==> config.mk <==
export PLATFORM = sky130hd
export DESIGN_NAME = dmaTop
export DESIGN_NICKNAME = d
export VERILOG_FILES = /design/src/rtl/dmaPkg.sv /design/src/rtl/dmaRegs.sv /design/src/rtl/srcReader.sv /design/src/rtl/xferFifo.sv /design/src/rtl/dstWriter.sv /design/src/rtl/portSwitch.sv /design/src/rtl/dmaTop.sv
export SDC_FILE = /design/constraint.sdc
export NUM_CORES = 1
export LEC_CHECK = 0
export BUFFER_PORTS_ARGS = -buffer_cell sky130_fd_sc_hd__buf_2
export CAP_MARGIN = 10
export CORE_ASPECT_RATIO = 0.75
export CORE_UTILIZATION = 50
export CTS_CLUSTER_SIZE = 28
export DETAILED_ROUTE_END_ITERATION = 8
export GPL_TIMING_DRIVEN = 0
export PLACE_DENSITY_LB_ADDON = 0.25
export SLEW_MARGIN = 10
export SYNTH_ARGS = -nofsm -noshare
export SYNTH_HDL_FRONTEND = slang
export SYNTH_SLANG_ARGS = --single-unit
export TNS_END_PERCENT = 20
==> constraint.sdc <==
create_clock -name clk -period 3.8 [get_ports clk]
set_input_delay 0.57 -clock clk [delete_from_list [all_inputs] [get_ports clk]]
set_output_delay 0.57 -clock clk [all_outputs]
set_load 0.05 [all_outputs]
==> src/rtl/dmaPkg.sv <==
`default_nettype none

package dmaPkg;

  // bus widths
  localparam int ADDR_W = 16;  // port and register address width
  localparam int DATA_W = 16;  // data word and register width

  // host register map, one word each
  localparam logic [ADDR_W-1:0] REG_CTRL = 16'hFFF0;  // control word
  localparam logic [ADDR_W-1:0] REG_SI   = 16'hFFF1;  // source index
  localparam logic [ADDR_W-1:0] REG_SM   = 16'hFFF2;  // source modifier
  localparam logic [ADDR_W-1:0] REG_SC   = 16'hFFF3;  // source count
  localparam logic [ADDR_W-1:0] REG_DI   = 16'hFFF4;  // destination index
  localparam logic [ADDR_W-1:0] REG_DM   = 16'hFFF5;  // destination modifier
  localparam logic [ADDR_W-1:0] REG_DC   = 16'hFFF6;  // destination count

  // control word fields
  localparam int CTRL_EN      = 0;  // enable, starts a transfer
  localparam int CTRL_PIPE    = 1;  // set: read latency 1, clear: latency 2
  localparam int CTRL_DIR_LSB = 2;  // low bit of the 2-bit direction

  // legal directions, the others never start
  localparam logic [1:0] DIR_INT_TO_EXT = 2'b01;  // np reads, sp writes
  localparam logic [1:0] DIR_EXT_TO_INT = 2'b10;  // sp reads, np writes

  // transfer buffer
  localparam int FIFO_DEPTH = 8;  // entries
  localparam int LVL_W      = 4;  // holds 0..FIFO_DEPTH

endpackage

`default_nettype wire

==> src/rtl/dmaRegs.sv <==
`timescale 1ns/1ns
`default_nettype none

module dmaRegs (
  input  logic                      clk,
  input  logic                      rst,
  input  logic                      regWr,
  input  logic [dmaPkg::ADDR_W-1:0] regAddr,
  input  logic [dmaPkg::DATA_W-1:0] regWdata,
  input  logic                      done,
  output logic                      busy,
  output logic                      start,
  output logic                      pipe,
  output logic [1:0]                dir,
  output logic [dmaPkg::ADDR_W-1:0] srcBase,
  output logic [dmaPkg::ADDR_W-1:0] srcStep,
  output logic [dmaPkg::DATA_W-1:0] srcCount,
  output logic [dmaPkg::ADDR_W-1:0] dstBase,
  output logic [dmaPkg::ADDR_W-1:0] dstStep,
  output logic [dmaPkg::DATA_W-1:0] dstCount
);

  logic       hostWr;    // write taken, only while idle
  logic       ctrlWr;    // accepted control write
  logic [1:0] newDir;    // direction field of the written word
  logic       dirOk;     // one of the two cross-port codes
  logic       startHit;  // enabling control write with legal direction

  assign hostWr   = regWr && !busy;
  assign ctrlWr   = hostWr && (regAddr == dmaPkg::REG_CTRL);
  assign newDir   = regWdata[dmaPkg::CTRL_DIR_LSB +: 2];
  assign dirOk    = (newDir == dmaPkg::DIR_INT_TO_EXT) || (newDir == dmaPkg::DIR_EXT_TO_INT);
  assign startHit = ctrlWr && regWdata[dmaPkg::CTRL_EN] && dirOk;

  // control state: enable bit, start pulse, mode fields
  always_ff @(posedge clk or posedge rst)
  begin
    if (rst)
    begin
      busy  <= 1'b0;
      start <= 1'b0;
      pipe  <= 1'b0;
      dir   <= 2'b00;
    end
    else
    begin
      start <= startHit;                           // one cycle, same cycle busy rises
      if (startHit)
        busy <= 1'b1;                              // enable bit kept as busy
      else if (done)
        busy <= 1'b0;                              // cleared by the last write
      if (ctrlWr)
      begin
        pipe <= regWdata[dmaPkg::CTRL_PIPE];
        dir  <= newDir;                            // 00/11 kept but never run
      end
    end
  end

  // index, modifier and count words
  always_ff @(posedge clk)
  begin
    if (hostWr)
    begin
      case (regAddr)
        dmaPkg::REG_SI: srcBase  <= regWdata;
        dmaPkg::REG_SM: srcStep  <= regWdata;
        dmaPkg::REG_SC: srcCount <= regWdata;
        dmaPkg::REG_DI: dstBase  <= regWdata;
        dmaPkg::REG_DM: dstStep  <= regWdata;
        dmaPkg::REG_DC: dstCount <= regWdata;
        default: ;                                 // control handled above
      endcase
    end
  end

endmodule

`default_nettype wire

==> src/rtl/srcReader.sv <==
`timescale 1ns/1ns
`default_nettype none

module srcReader (
  input  logic                      clk,
  input  logic                      rst,
  input  logic                      start,
  input  logic                      pipe,
  input  logic [dmaPkg::ADDR_W-1:0] srcBase,
  input  logic [dmaPkg::ADDR_W-1:0] srcStep,
  input  logic [dmaPkg::DATA_W-1:0] srcCount,
  input  logic                      portBusy,
  input  logic [dmaPkg::DATA_W-1:0] rdata,
  input  logic [dmaPkg::LVL_W-1:0]  fifoLevel,
  output logic                      reqEn,
  output logic [dmaPkg::ADDR_W-1:0] reqAddr,
  output logic                      push,
  output logic [dmaPkg::DATA_W-1:0] pushData
);

  logic [dmaPkg::ADDR_W-1:0] runAddr;    // next source address
  logic [dmaPkg::DATA_W-1:0] remaining;  // reads still to issue
  logic [dmaPkg::ADDR_W-1:0] effAddr;    // base on start, else running
  logic [dmaPkg::DATA_W-1:0] effCount;   // count on start, else remaining
  logic                      v1;         // read issued one cycle ago
  logic                      v2;         // read issued two cycles ago
  logic [1:0]                pending;    // reads not yet pushed
  logic [dmaPkg::LVL_W-1:0]  committed;  // level plus reads in flight
  logic                      issue;      // register a read this edge

  // start loads and issues in one step, so the first read
  // lands on the port one cycle after start
  assign effAddr  = start ? srcBase : runAddr;
  assign effCount = start ? srcCount : remaining;

  // in flight: request on the port, stage 1, and stage 2 only
  // when latency is 2 (with latency 1 stage 1 pushes this cycle)
  assign pending   = {1'b0, reqEn} + {1'b0, v1} + {1'b0, v2 & ~pipe};
  assign committed = fifoLevel + {{(dmaPkg::LVL_W-2){1'b0}}, pending};

  assign issue = (effCount != '0) && !portBusy && (committed < dmaPkg::FIFO_DEPTH);

  // data returns L cycles after the request cycle
  assign push     = pipe ? v1 : v2;
  assign pushData = rdata;                         // captured by the FIFO on push

  always_ff @(posedge clk or posedge rst)
  begin
    if (rst)
    begin
      reqEn     <= 1'b0;
      reqAddr   <= '0;
      runAddr   <= '0;
      remaining <= '0;
      v1        <= 1'b0;
      v2        <= 1'b0;
    end
    else
    begin
      v1 <= reqEn;                                 // valid delay line
      v2 <= v1;
      if (issue)
      begin
        reqEn     <= 1'b1;
        reqAddr   <= effAddr;
        runAddr   <= effAddr + srcStep;            // step by source modifier
        remaining <= effCount - 1'b1;
      end
      else
      begin
        reqEn <= 1'b0;                             // busy, full or finished
        if (start)
        begin
          runAddr   <= srcBase;                    // held back on start cycle
          remaining <= srcCount;
        end
      end
    end
  end

endmodule

`default_nettype wire

==> src/rtl/xferFifo.sv <==
`timescale 1ns/1ns
`default_nettype none

module xferFifo (
  input  logic                      clk,
  input  logic                      rst,
  input  logic                      push,
  input  logic [dmaPkg::DATA_W-1:0] pushData,
  input  logic                      pop,
  output logic [dmaPkg::DATA_W-1:0] popData,
  output logic                      empty,
  output logic [dmaPkg::LVL_W-1:0]  level
);

  logic [dmaPkg::DATA_W-1:0] mem [dmaPkg::FIFO_DEPTH];   // storage
  logic [$clog2(dmaPkg::FIFO_DEPTH)-1:0] wrPtr;          // next free slot
  logic [$clog2(dmaPkg::FIFO_DEPTH)-1:0] rdPtr;          // head slot

  // head shown ahead of pop
  assign popData = mem[rdPtr];
  assign empty   = (level == '0);

  // reader never pushes into a full buffer, writer never pops empty
  always_ff @(posedge clk)
  begin
    if (push)
      mem[wrPtr] <= pushData;
  end

  always_ff @(posedge clk or posedge rst)
  begin
    if (rst)
    begin
      wrPtr <= '0;
      rdPtr <= '0;
      level <= '0;
    end
    else
    begin
      if (push)
        wrPtr <= wrPtr + 1'b1;                     // depth is a power of two
      if (pop)
        rdPtr <= rdPtr + 1'b1;
      case ({push, pop})
        2'b10:   level <= level + 1'b1;
        2'b01:   level <= level - 1'b1;
        default: level <= level;                   // both or neither
      endcase
    end
  end

endmodule

`default_nettype wire

==> src/rtl/dstWriter.sv <==
`timescale 1ns/1ns
`default_nettype none

module dstWriter (
  input  logic                      clk,
  input  logic                      rst,
  input  logic                      start,
  input  logic [dmaPkg::ADDR_W-1:0] dstBase,
  input  logic [dmaPkg::ADDR_W-1:0] dstStep,
  input  logic [dmaPkg::DATA_W-1:0] dstCount,
  input  logic                      portBusy,
  input  logic                      empty,
  input  logic [dmaPkg::DATA_W-1:0] popData,
  output logic                      pop,
  output logic                      wrEn,
  output logic [dmaPkg::ADDR_W-1:0] wrAddr,
  output logic [dmaPkg::DATA_W-1:0] wrData,
  output logic                      done
);

  logic [dmaPkg::ADDR_W-1:0] runAddr;    // address of the next write
  logic [dmaPkg::DATA_W-1:0] remaining;  // writes still owed
  logic                      busyQ;      // port busy taken at the last edge

  // a write goes out in the pop cycle, all terms come from flops
  assign pop    = !empty && !busyQ && (remaining != '0);
  assign wrEn   = pop;
  assign wrAddr = runAddr;
  assign wrData = popData;                         // head of the FIFO
  assign done   = pop && (remaining == (dmaPkg::DATA_W)'(1));   // last word

  always_ff @(posedge clk or posedge rst)
  begin
    if (rst)
    begin
      runAddr   <= '0;
      remaining <= '0;
      busyQ     <= 1'b0;
    end
    else
    begin
      busyQ <= portBusy;                           // no write right after busy
      if (start)
      begin
        runAddr   <= dstBase;                      // remaining is zero here
        remaining <= dstCount;
      end
      else if (pop)
      begin
        runAddr   <= runAddr + dstStep;            // step by destination modifier
        remaining <= remaining - 1'b1;
      end
    end
  end

endmodule

`default_nettype wire

==> src/rtl/portSwitch.sv <==
`timescale 1ns/1ns
`default_nettype none

module portSwitch (
  input  logic [1:0]                dir,
  input  logic                      rdEn,
  input  logic [dmaPkg::ADDR_W-1:0] rdAddr,
  input  logic                      wrEn,
  input  logic [dmaPkg::ADDR_W-1:0] wrAddr,
  input  logic [dmaPkg::DATA_W-1:0] wrData,
  input  logic [dmaPkg::DATA_W-1:0] npRdata,
  input  logic [dmaPkg::DATA_W-1:0] spRdata,
  input  logic                      npBusy,
  input  logic                      spBusy,
  output logic                      npEn,
  output logic                      npWr,
  output logic [dmaPkg::ADDR_W-1:0] npAddr,
  output logic [dmaPkg::DATA_W-1:0] npWdata,
  output logic                      spEn,
  output logic                      spWr,
  output logic [dmaPkg::ADDR_W-1:0] spAddr,
  output logic [dmaPkg::DATA_W-1:0] spWdata,
  output logic [dmaPkg::DATA_W-1:0] srcRdata,
  output logic                      srcBusy,
  output logic                      dstBusy
);

  always_comb
  begin
    // idle ports: everything low, addresses zero
    npEn     = 1'b0;
    npWr     = 1'b0;
    npAddr   = '0;
    npWdata  = '0;
    spEn     = 1'b0;
    spWr     = 1'b0;
    spAddr   = '0;
    spWdata  = '0;
    srcRdata = npRdata;
    srcBusy  = npBusy;
    dstBusy  = spBusy;
    case (dir)
      dmaPkg::DIR_INT_TO_EXT:
      begin
        npEn     = rdEn;                           // np is the read side
        npAddr   = rdAddr;
        spEn     = wrEn;                           // sp takes the writes
        spWr     = wrEn;
        spAddr   = wrAddr;
        spWdata  = wrData;
      end
      dmaPkg::DIR_EXT_TO_INT:
      begin
        spEn     = rdEn;                           // sp is the read side
        spAddr   = rdAddr;
        npEn     = wrEn;
        npWr     = wrEn;
        npAddr   = wrAddr;
        npWdata  = wrData;
        srcRdata = spRdata;
        srcBusy  = spBusy;
        dstBusy  = npBusy;
      end
      default: ;                                   // 00 and 11 never run
    endcase
  end

endmodule

`default_nettype wire

==> src/rtl/dmaTop.sv <==
`timescale 1ns/1ns
`default_nettype none

module dmaTop (
  input  logic                      clk,
  input  logic                      rst,
  input  logic                      regWr,
  input  logic [dmaPkg::ADDR_W-1:0] regAddr,
  input  logic [dmaPkg::DATA_W-1:0] regWdata,
  input  logic [dmaPkg::DATA_W-1:0] npRdata,
  input  logic [dmaPkg::DATA_W-1:0] spRdata,
  input  logic                      npBusy,
  input  logic                      spBusy,
  output logic                      npEn,
  output logic                      npWr,
  output logic [dmaPkg::ADDR_W-1:0] npAddr,
  output logic [dmaPkg::DATA_W-1:0] npWdata,
  output logic                      spEn,
  output logic                      spWr,
  output logic [dmaPkg::ADDR_W-1:0] spAddr,
  output logic [dmaPkg::DATA_W-1:0] spWdata,
  output logic                      busy,
  output logic                      done
);

  logic                      start;     // transfer launch pulse
  logic                      pipe;      // read latency select
  logic [1:0]                dir;       // port mapping
  logic [dmaPkg::ADDR_W-1:0] srcBase;
  logic [dmaPkg::ADDR_W-1:0] srcStep;
  logic [dmaPkg::DATA_W-1:0] srcCount;
  logic [dmaPkg::ADDR_W-1:0] dstBase;
  logic [dmaPkg::ADDR_W-1:0] dstStep;
  logic [dmaPkg::DATA_W-1:0] dstCount;
  logic                      rdEn;      // reader request
  logic [dmaPkg::ADDR_W-1:0] rdAddr;
  logic                      push;      // returned word into FIFO
  logic [dmaPkg::DATA_W-1:0] pushData;
  logic                      pop;       // head out to the writer
  logic [dmaPkg::DATA_W-1:0] popData;
  logic                      empty;
  logic [dmaPkg::LVL_W-1:0]  level;
  logic                      wrEn;      // writer request
  logic [dmaPkg::ADDR_W-1:0] wrAddr;
  logic [dmaPkg::DATA_W-1:0] wrData;
  logic [dmaPkg::DATA_W-1:0] srcRdata;  // read data of the source port
  logic                      srcBusy;
  logic                      dstBusy;

  dmaRegs regs (
    .clk(clk), .rst(rst), .regWr(regWr), .regAddr(regAddr), .regWdata(regWdata),
    .done(done), .busy(busy), .start(start), .pipe(pipe), .dir(dir),
    .srcBase(srcBase), .srcStep(srcStep), .srcCount(srcCount),
    .dstBase(dstBase), .dstStep(dstStep), .dstCount(dstCount)
  );

  srcReader reader (
    .clk(clk), .rst(rst), .start(start), .pipe(pipe),
    .srcBase(srcBase), .srcStep(srcStep), .srcCount(srcCount),
    .portBusy(srcBusy), .rdata(srcRdata), .fifoLevel(level),
    .reqEn(rdEn), .reqAddr(rdAddr), .push(push), .pushData(pushData)
  );

  xferFifo fifo (
    .clk(clk), .rst(rst), .push(push), .pushData(pushData), .pop(pop),
    .popData(popData), .empty(empty), .level(level)
  );

  dstWriter writer (
    .clk(clk), .rst(rst), .start(start),
    .dstBase(dstBase), .dstStep(dstStep), .dstCount(dstCount),
    .portBusy(dstBusy), .empty(empty), .popData(popData),
    .pop(pop), .wrEn(wrEn), .wrAddr(wrAddr), .wrData(wrData), .done(done)
  );

  portSwitch switcher (
    .dir(dir), .rdEn(rdEn), .rdAddr(rdAddr),
    .wrEn(wrEn), .wrAddr(wrAddr), .wrData(wrData),
    .npRdata(npRdata), .spRdata(spRdata), .npBusy(npBusy), .spBusy(spBusy),
    .npEn(npEn), .npWr(npWr), .npAddr(npAddr), .npWdata(npWdata),
    .spEn(spEn), .spWr(spWr), .spAddr(spAddr), .spWdata(spWdata),
    .srcRdata(srcRdata), .srcBusy(srcBusy), .dstBusy(dstBusy)
  );

endmodule

`default_nettype wire

* Word-level counts from Yosys, hierarchy flattened *
Memories as Yosys holds them, arrays and structs flattened.
Index checks and enable logic that the tools add are counted.
Widths: inputs -> output; s select.

storage, ports and cells
  memories = 1
  input port bits = 69
  word-level logic and storage cells = 103
  bits in writable memories = 128
  flip-flop bits (word level) = 195

memories
  name      words  width  read ports  clocked after Yosys merged registers in  write ports  RTL line        source
  fifo.mem  8      16     1           0                                        1            xferFifo.sv:15  logic [dmaPkg::DATA_W-1:0] mem [dmaPkg::FIFO_DEPTH];

operators by class
  muxes and demuxes = 26
  order comparisons = 1
  bitwise logic cells = 2
  equal/unequal tests = 14
  $add $sub $neg = 11
  reduce and logical (&&, ||, !) cells = 26

operators with widths
  kind                   count
  $mux 16                11
  $eq 16x16->1 const B   7
  $pmux 16 s2            2
  $add 16x16->16         2
  $reduce_bool 16->1     2
  $sub 16x1->16 const B  2
  $eq 16x1->1 const B    1
  $reduce_and 2->1       6
  $mux 1                 10
  $logic_and 1x1->1      9
  $pmux 4 s2             1
  $add 3x1->3 const B    2
  $eq 2x1->1 const B     3
  $eq 2x2->1 const B     3
  $reduce_bool 2->1      3
  $add 4x1->4 const B    1
  $add 4x2->4            1
  $logic_not 1->1        4
  $logic_not 4->1        1
  $lt 4x4->1 const B     1
  $pmux 1 s2             2
  $sub 4x1->4 const B    1
  $add 1x1->2            1
  $add 2x1->2            1
  other kinds (3)        3

* Depth between registers and ports, before layout *
  depth in word-level cells = 7
  gate-level depth with buffers = 15

* Modules after synthesis *
From an unflattened synthesis, not the netlist that was laid out.

second synthesis, totals
  cell total of the unflattened synthesis = 1175
  area, all modules = 15673.8 um^2

modules (own cells, without submodules)
  module      area an instance (um^2)  times used  cells an instance
  xferFifo    5511.5                   1           245
  srcReader   3484.6                   1           373
  dmaRegs     3245.6                   1           126
  dstWriter   2487.4                   1           289
  portSwitch  944.7                    1           142

* Worst setup path before layout *
OpenSTA, ideal clock, no wires.

  kind = flip-flop to output port
  from = register writer.remaining[0] (netlist name)
  to = output port npEn
  cell stages (with the launch flop) = 9
  arrival time = 2899 ps
  setup slack = 331 ps
  data required time = 3230 ps
  path buffers = 1
  cell sequence = dfrtp_1 inv_1 ha_1 and4b_1 a211o_4 buf_2 nor2_1 a21oi_1 nor2_1

on the way
  cells in the longest elaborated chain, start to end = 3

ends and longest elaborated chain
  item                    RTL line          source
  start, declared         dstWriter.sv:22   logic [dmaPkg::DATA_W-1:0] remaining;
  start signal, assigned  dstWriter.sv:46   remaining <= dstCount;
  start signal, assigned  dstWriter.sv:51   remaining <= remaining - 1'b1;
  $reduce_bool 16->1      dstWriter.sv:26   assign pop = !empty && !busyQ && (remaining != '0);
  $logic_and 1x1->1       dstWriter.sv:26
  $pmux 1 s2              portSwitch.sv:42  case (dir)
  end, declared           dmaTop.sv:14      output logic npEn,

Every way passes these cells.

* Final worst setup path *
  from = register writer.remaining[3] (netlist name)
  to = output port npEn

The elaborated chain is that of the path after synthesis.

==> impl_metrics.sql <==
INSERT INTO impl_metrics (metric_group, metric, value, unit) VALUES
('pwr', 'vdd_ir_drop_max', '366', 'uV'),
('detailed_routing', 'wl', '38100', 'microns'),
('synth', 'total_of_flip_flops_plus_latches_after_synthesis', '323', ''),
('synth', 'syn_avg_cell_area', '13.2', 'sq um'),
('detailed_routing', 'ant_nets', '0', ''),
('sta', 'timing.final.setup_violations', '0', ''),
('detailed_routing', 'drt_drc_violations_left', '0', ''),
('detailed_routing', 'post_drt_via_cell_ratio', '5.76', ''),
('pwr', 'post-layout-total-power', '9.43', 'mW'),
('cells_and_area', 'area_growth_syn_to_layout', '16.5', '%'),
('die', 'design.die.area', '0.0307', 'sq mm'),
('synth', 'yosys.area.top_type_share', '44.8', '%'),
('die', 'die_w', '202', 'microns'),
('placement', 'dpl_ws', '-580', 'ps'),
('critical_path', 'setup.worst_path.end_class', 'output pin', ''),
('synth', 'ys_seq_area_share', '61.3', '%'),
('clocking', 'clk_pin_slew_worst_paths', '60', 'ps'),
('cells_and_area', 'fill_cell_instance_count_of_the_final_layout', '2338', ''),
('placement', 'place_congestion', '0.922', ''),
('sta', 'slew_violations', '0', ''),
('synth', 'netlist-cell-type-count', '68', ''),
('sta', 'slew-limit-headroom', '34.7', '%'),
('sta', 'final-hold-violation-count', '0', ''),
('synth', 'ys_async_sr_fraction', '30.7', '%'),
('cells_and_area', 'final_cell_mix', 'sky130_fd_sc_hd__edfxtp_1 (224), sky130_fd_sc_hd__nor2_1 (159), sky130_fd_sc_hd__buf_2 (150)', ''),
('synth', 'synth_cells', '1139', ''),
('die', 'initial_standard_cell_utilization_of_the_core', '51.2', '%'),
('global_route', 'grt-ovfl-total', '0', ''),
('clocking', 'cts_setup_buffers', '0', ''),
('die', 'dieHeight', '152', 'microns'),
('critical_path', 'cp_max_fo', '10', ''),
('detailed_routing', 'drc_marker_count_from_the_first_detailed_route_iteration', '912', ''),
('detailed_routing', 'post_drt_wl_per_cell', '21.9', 'microns'),
('job', 'max_cap_viol_count', '0', ''),
('synth', 'synth_enable_flop_cells', '224', ''),
('sta', 'final_period_demand_of_the_worst_path', '3640', 'ps'),
('critical_path', 'setup.worst_path.class', 'reg2out', ''),
('critical_path', 'critical_path_arrival', '3070', 'ps'),
('cells_and_area', 'drive_gt1_share', '23.4', '%'),
('synth', 'dominantRegCellSynth', 'sky130_fd_sc_hd__edfxtp_1', ''),
('critical_path', 'timing.critical_path.required', '3230', 'ps'),
('sta', 'fin_hold_ws', '353', 'ps'),
('clocking', 'clock_tree.buffer_depth', '3', ''),
('die', 'floorplan.io_pins', '139', ''),
('placement', 'dp.final_hpwl', '26800', 'microns'),
('clocking', 'cts.htree.levels', '2', ''),
('cells_and_area', 'layout.cells.most_common', 'sky130_fd_sc_hd__edfxtp_1', ''),
('synth', 'post_synth_main_area_contributors', 'sky130_fd_sc_hd__edfxtp_1 (45%), sky130_fd_sc_hd__dfrtp_1 (17%), sky130_fd_sc_hd__mux4_2 (4.8%), sky130_fd_sc_hd__nor2_1 (4.3%), sky130_fd_sc_hd__ha_1 (3.4%)', ''),
('clocking', 'clock_tree_from_tritoncts', 'done', ''),
('synth', 'synthesis.nets', '1252', ''),
('clocking', 'worst_skew_pair.late_latency', '520', 'ps'),
('die', 'number_of_core_rows', '54', ''),
('synth', 'post-synth-top-area-cell', 'sky130_fd_sc_hd__edfxtp_1', ''),
('die', 'design.core.area', '0.0293', 'sq mm'),
('detailed_routing', 'drtPass1Iterations', '5', ''),
('global_route', 'first_global_vias', '10000', ''),
('worst_hold_path', 'timing.hold.worst.class', 'in2reg', ''),
('placement', 'port_buffer_count', '138', ''),
('pwr', 'p_per_area', '540', 'mW/mm^2'),
('global_route', 'grt_max_degree', '79', ''),
('cells_and_area', 'share_of_the_core_filled_with_cells_in_the_final_layout', '59.6', '%'),
('global_route', 'grt_antenna_before_repair', '3', ''),
('detailed_routing', 'via_count', '10100', ''),
('pwr', 'power_leakage', '6.46', 'nW'),
('cells_and_area', 'num_antenna_cells', '0', ''),
('cells_and_area', 'fin_nets', '1441', ''),
('clocking', 'numCtsBuffers', '34', ''),
('critical_path', 'cp-start-kind', 'flip-flop', ''),
('sta', 'timing_worst_slew_pin_value', '975', 'ps'),
('sta', 'setup_repair_after_global_routing_missed_its_margin', 'false', ''),
('clocking', 'cts-root-buf', 'sky130_fd_sc_hd__clkbuf_16', ''),
('global_route', 'grt_pass1_wl', '58700', 'microns'),
('sta', 'clock.fmax', '275', 'MHz'),
('synth', 'synth_area', '0.0150', 'sq mm'),
('sta', 'timing.final.crit_share', '95.9', '%'),
('global_route', 'globalRouteTotalUtil', '25.3', '%'),
('status', 'outcome', 'finished, final reports clean', ''),
('sta', 'skew', '16.4', 'ps'),
('sta', 'post-route-worst-setup-slack', '157', 'ps'),
('clocking', 'numClockSinks', '323', ''),
('synth', 'ys_warn_count', '0', '');
[power by group]
| group | total (mW) | internal, mW | switching, mW |
|---|---|---|---|
| Sequential | 4.48 | 4.24 | 0.238 |
| Clock | 3.05 | 1.75 | 1.31 |
| Combinational | 1.90 | 0.773 | 1.12 |
[cell type report]
cell class | count | area [sq um] | share of cell area [%]
Tap cell | 392 | 490 | 2.81
Clock buffer | 47 | 951 | 5.44
Timing Repair Buffer | 154 | 916 | 5.24
Sequential cell | 323 | 9210 | 52.7
Clock inverter | 13 | 60.1 | 0.344
Inverter | 21 | 83.8 | 0.479
Buffer | 51 | 274 | 1.57
Multi-Input combinational cell | 743 | 5500 | 31.5
[flip-flops by register name, summed over array words and instances, names as in the netlist, 2 cells and up]
name              cells
regs.srcBase         16
regs.dstStep         16
fifo.level            4
writer.wrAddr        16
regs.srcCount        16
writer.remaining     16
fifo.wrPtr            3
fifo.rdPtr            3
regs.dir              2
regs.dstBase         16
fifo.mem            128
reader.reqAddr       16
reader.runAddr       16
regs.dstCount        16
reader.remaining     16
regs.srcStep         16
[repair_timing]
action                                  in CTS  in global routing
endpoints found under the hold margin       20                  0
hold buffers                                 1                  0
endpoints found under the setup margin      43                  3
gates resized for setup                      3                  2
[worst max-delay path, stage by stage (launching register included)]
cell,delay (ps)
sky130_fd_sc_hd__dfrtp_1,430
sky130_fd_sc_hd__or4_4,600
sky130_fd_sc_hd__nor4_4,370
sky130_fd_sc_hd__a211o_4,260
sky130_fd_sc_hd__buf_2,300
sky130_fd_sc_hd__nor2_1,120
sky130_fd_sc_hd__a21oi_1,130
sky130_fd_sc_hd__nor2_1,80
sky130_fd_sc_hd__buf_2,250
[synthesized netlist by cell type, drive strengths merged (3+ instances only)]
master / count
mux2i: 42
nor4: 17
and3: 3
nand4: 7
or3: 3
nor3: 20
xor2: 35
dfrtp: 99
ha: 41
a22oi: 36
buf: 26
a21o: 11
nand2: 58
o31ai: 3
nor4b: 5
xnor2: 24
clkbuf: 26
a21oi: 45
nand3b: 4
nor3b: 5
nor2: 170
o21bai: 4
nand2b: 15
fa: 3
nor2b: 10
o21ai: 48
nand3: 17
mux2: 36
a211o: 5
nand4b: 5
a211oi: 7
inv: 19
o21a: 5
edfxtp: 224
mux4: 32
[stage by stage]
stage	TNS [ps]	std cells	area, sq um
after floorplan	0	1139	15000
final	0	1744	17500
after detailed placement	-4560	1684	16500
after global placement	-96280	1669	16200
after global routing	0	1744	17500
after CTS	0	1744	17500
[logic make-up after synthesis]
group | Yosys count | synth area share [%]
buffers and inverters | 73 | 2.32
xor gates and xnor gates | 59 | 3.44
and+or+nand+nor | 347 | 11.0
muxes | 110 | 10.3
AOI/OAI and AO/OA | 183 | 7.83
adders and majority gates | 44 | 3.82
DFF | 323 | 61.3
[final timing paths]
| kind | start | end | slack (ps) | cells past startpoint |
|---|---|---|---|---|
| setup / recovery | writer.remaining[3] | npEn | 160 | 8 |
| hold / removal | spBusy | writer.busyQ | 350 | 2 |
| setup reg to reg | regs.start | reader.runAddr[15] | 180 | 11 |
| min in group asynchronous | rst | writer.remaining[15] | 550 | 3 |
| max in group asynchronous | rst | reader.remaining[0] | 2550 | 4 |
| hold reg to reg | reader.v1 | reader.v2 | 420 | 0 |
[metal layers]
layer,track usage [%],share of wire (%),vias up
li1,-,-,4616
met1,36.5,45,5015
met2,38.1,44,360
met3,5.83,8.0,59
met4,8.08,2.7,0
met5,0,0,-
Power figures use the tool's default switching activity.
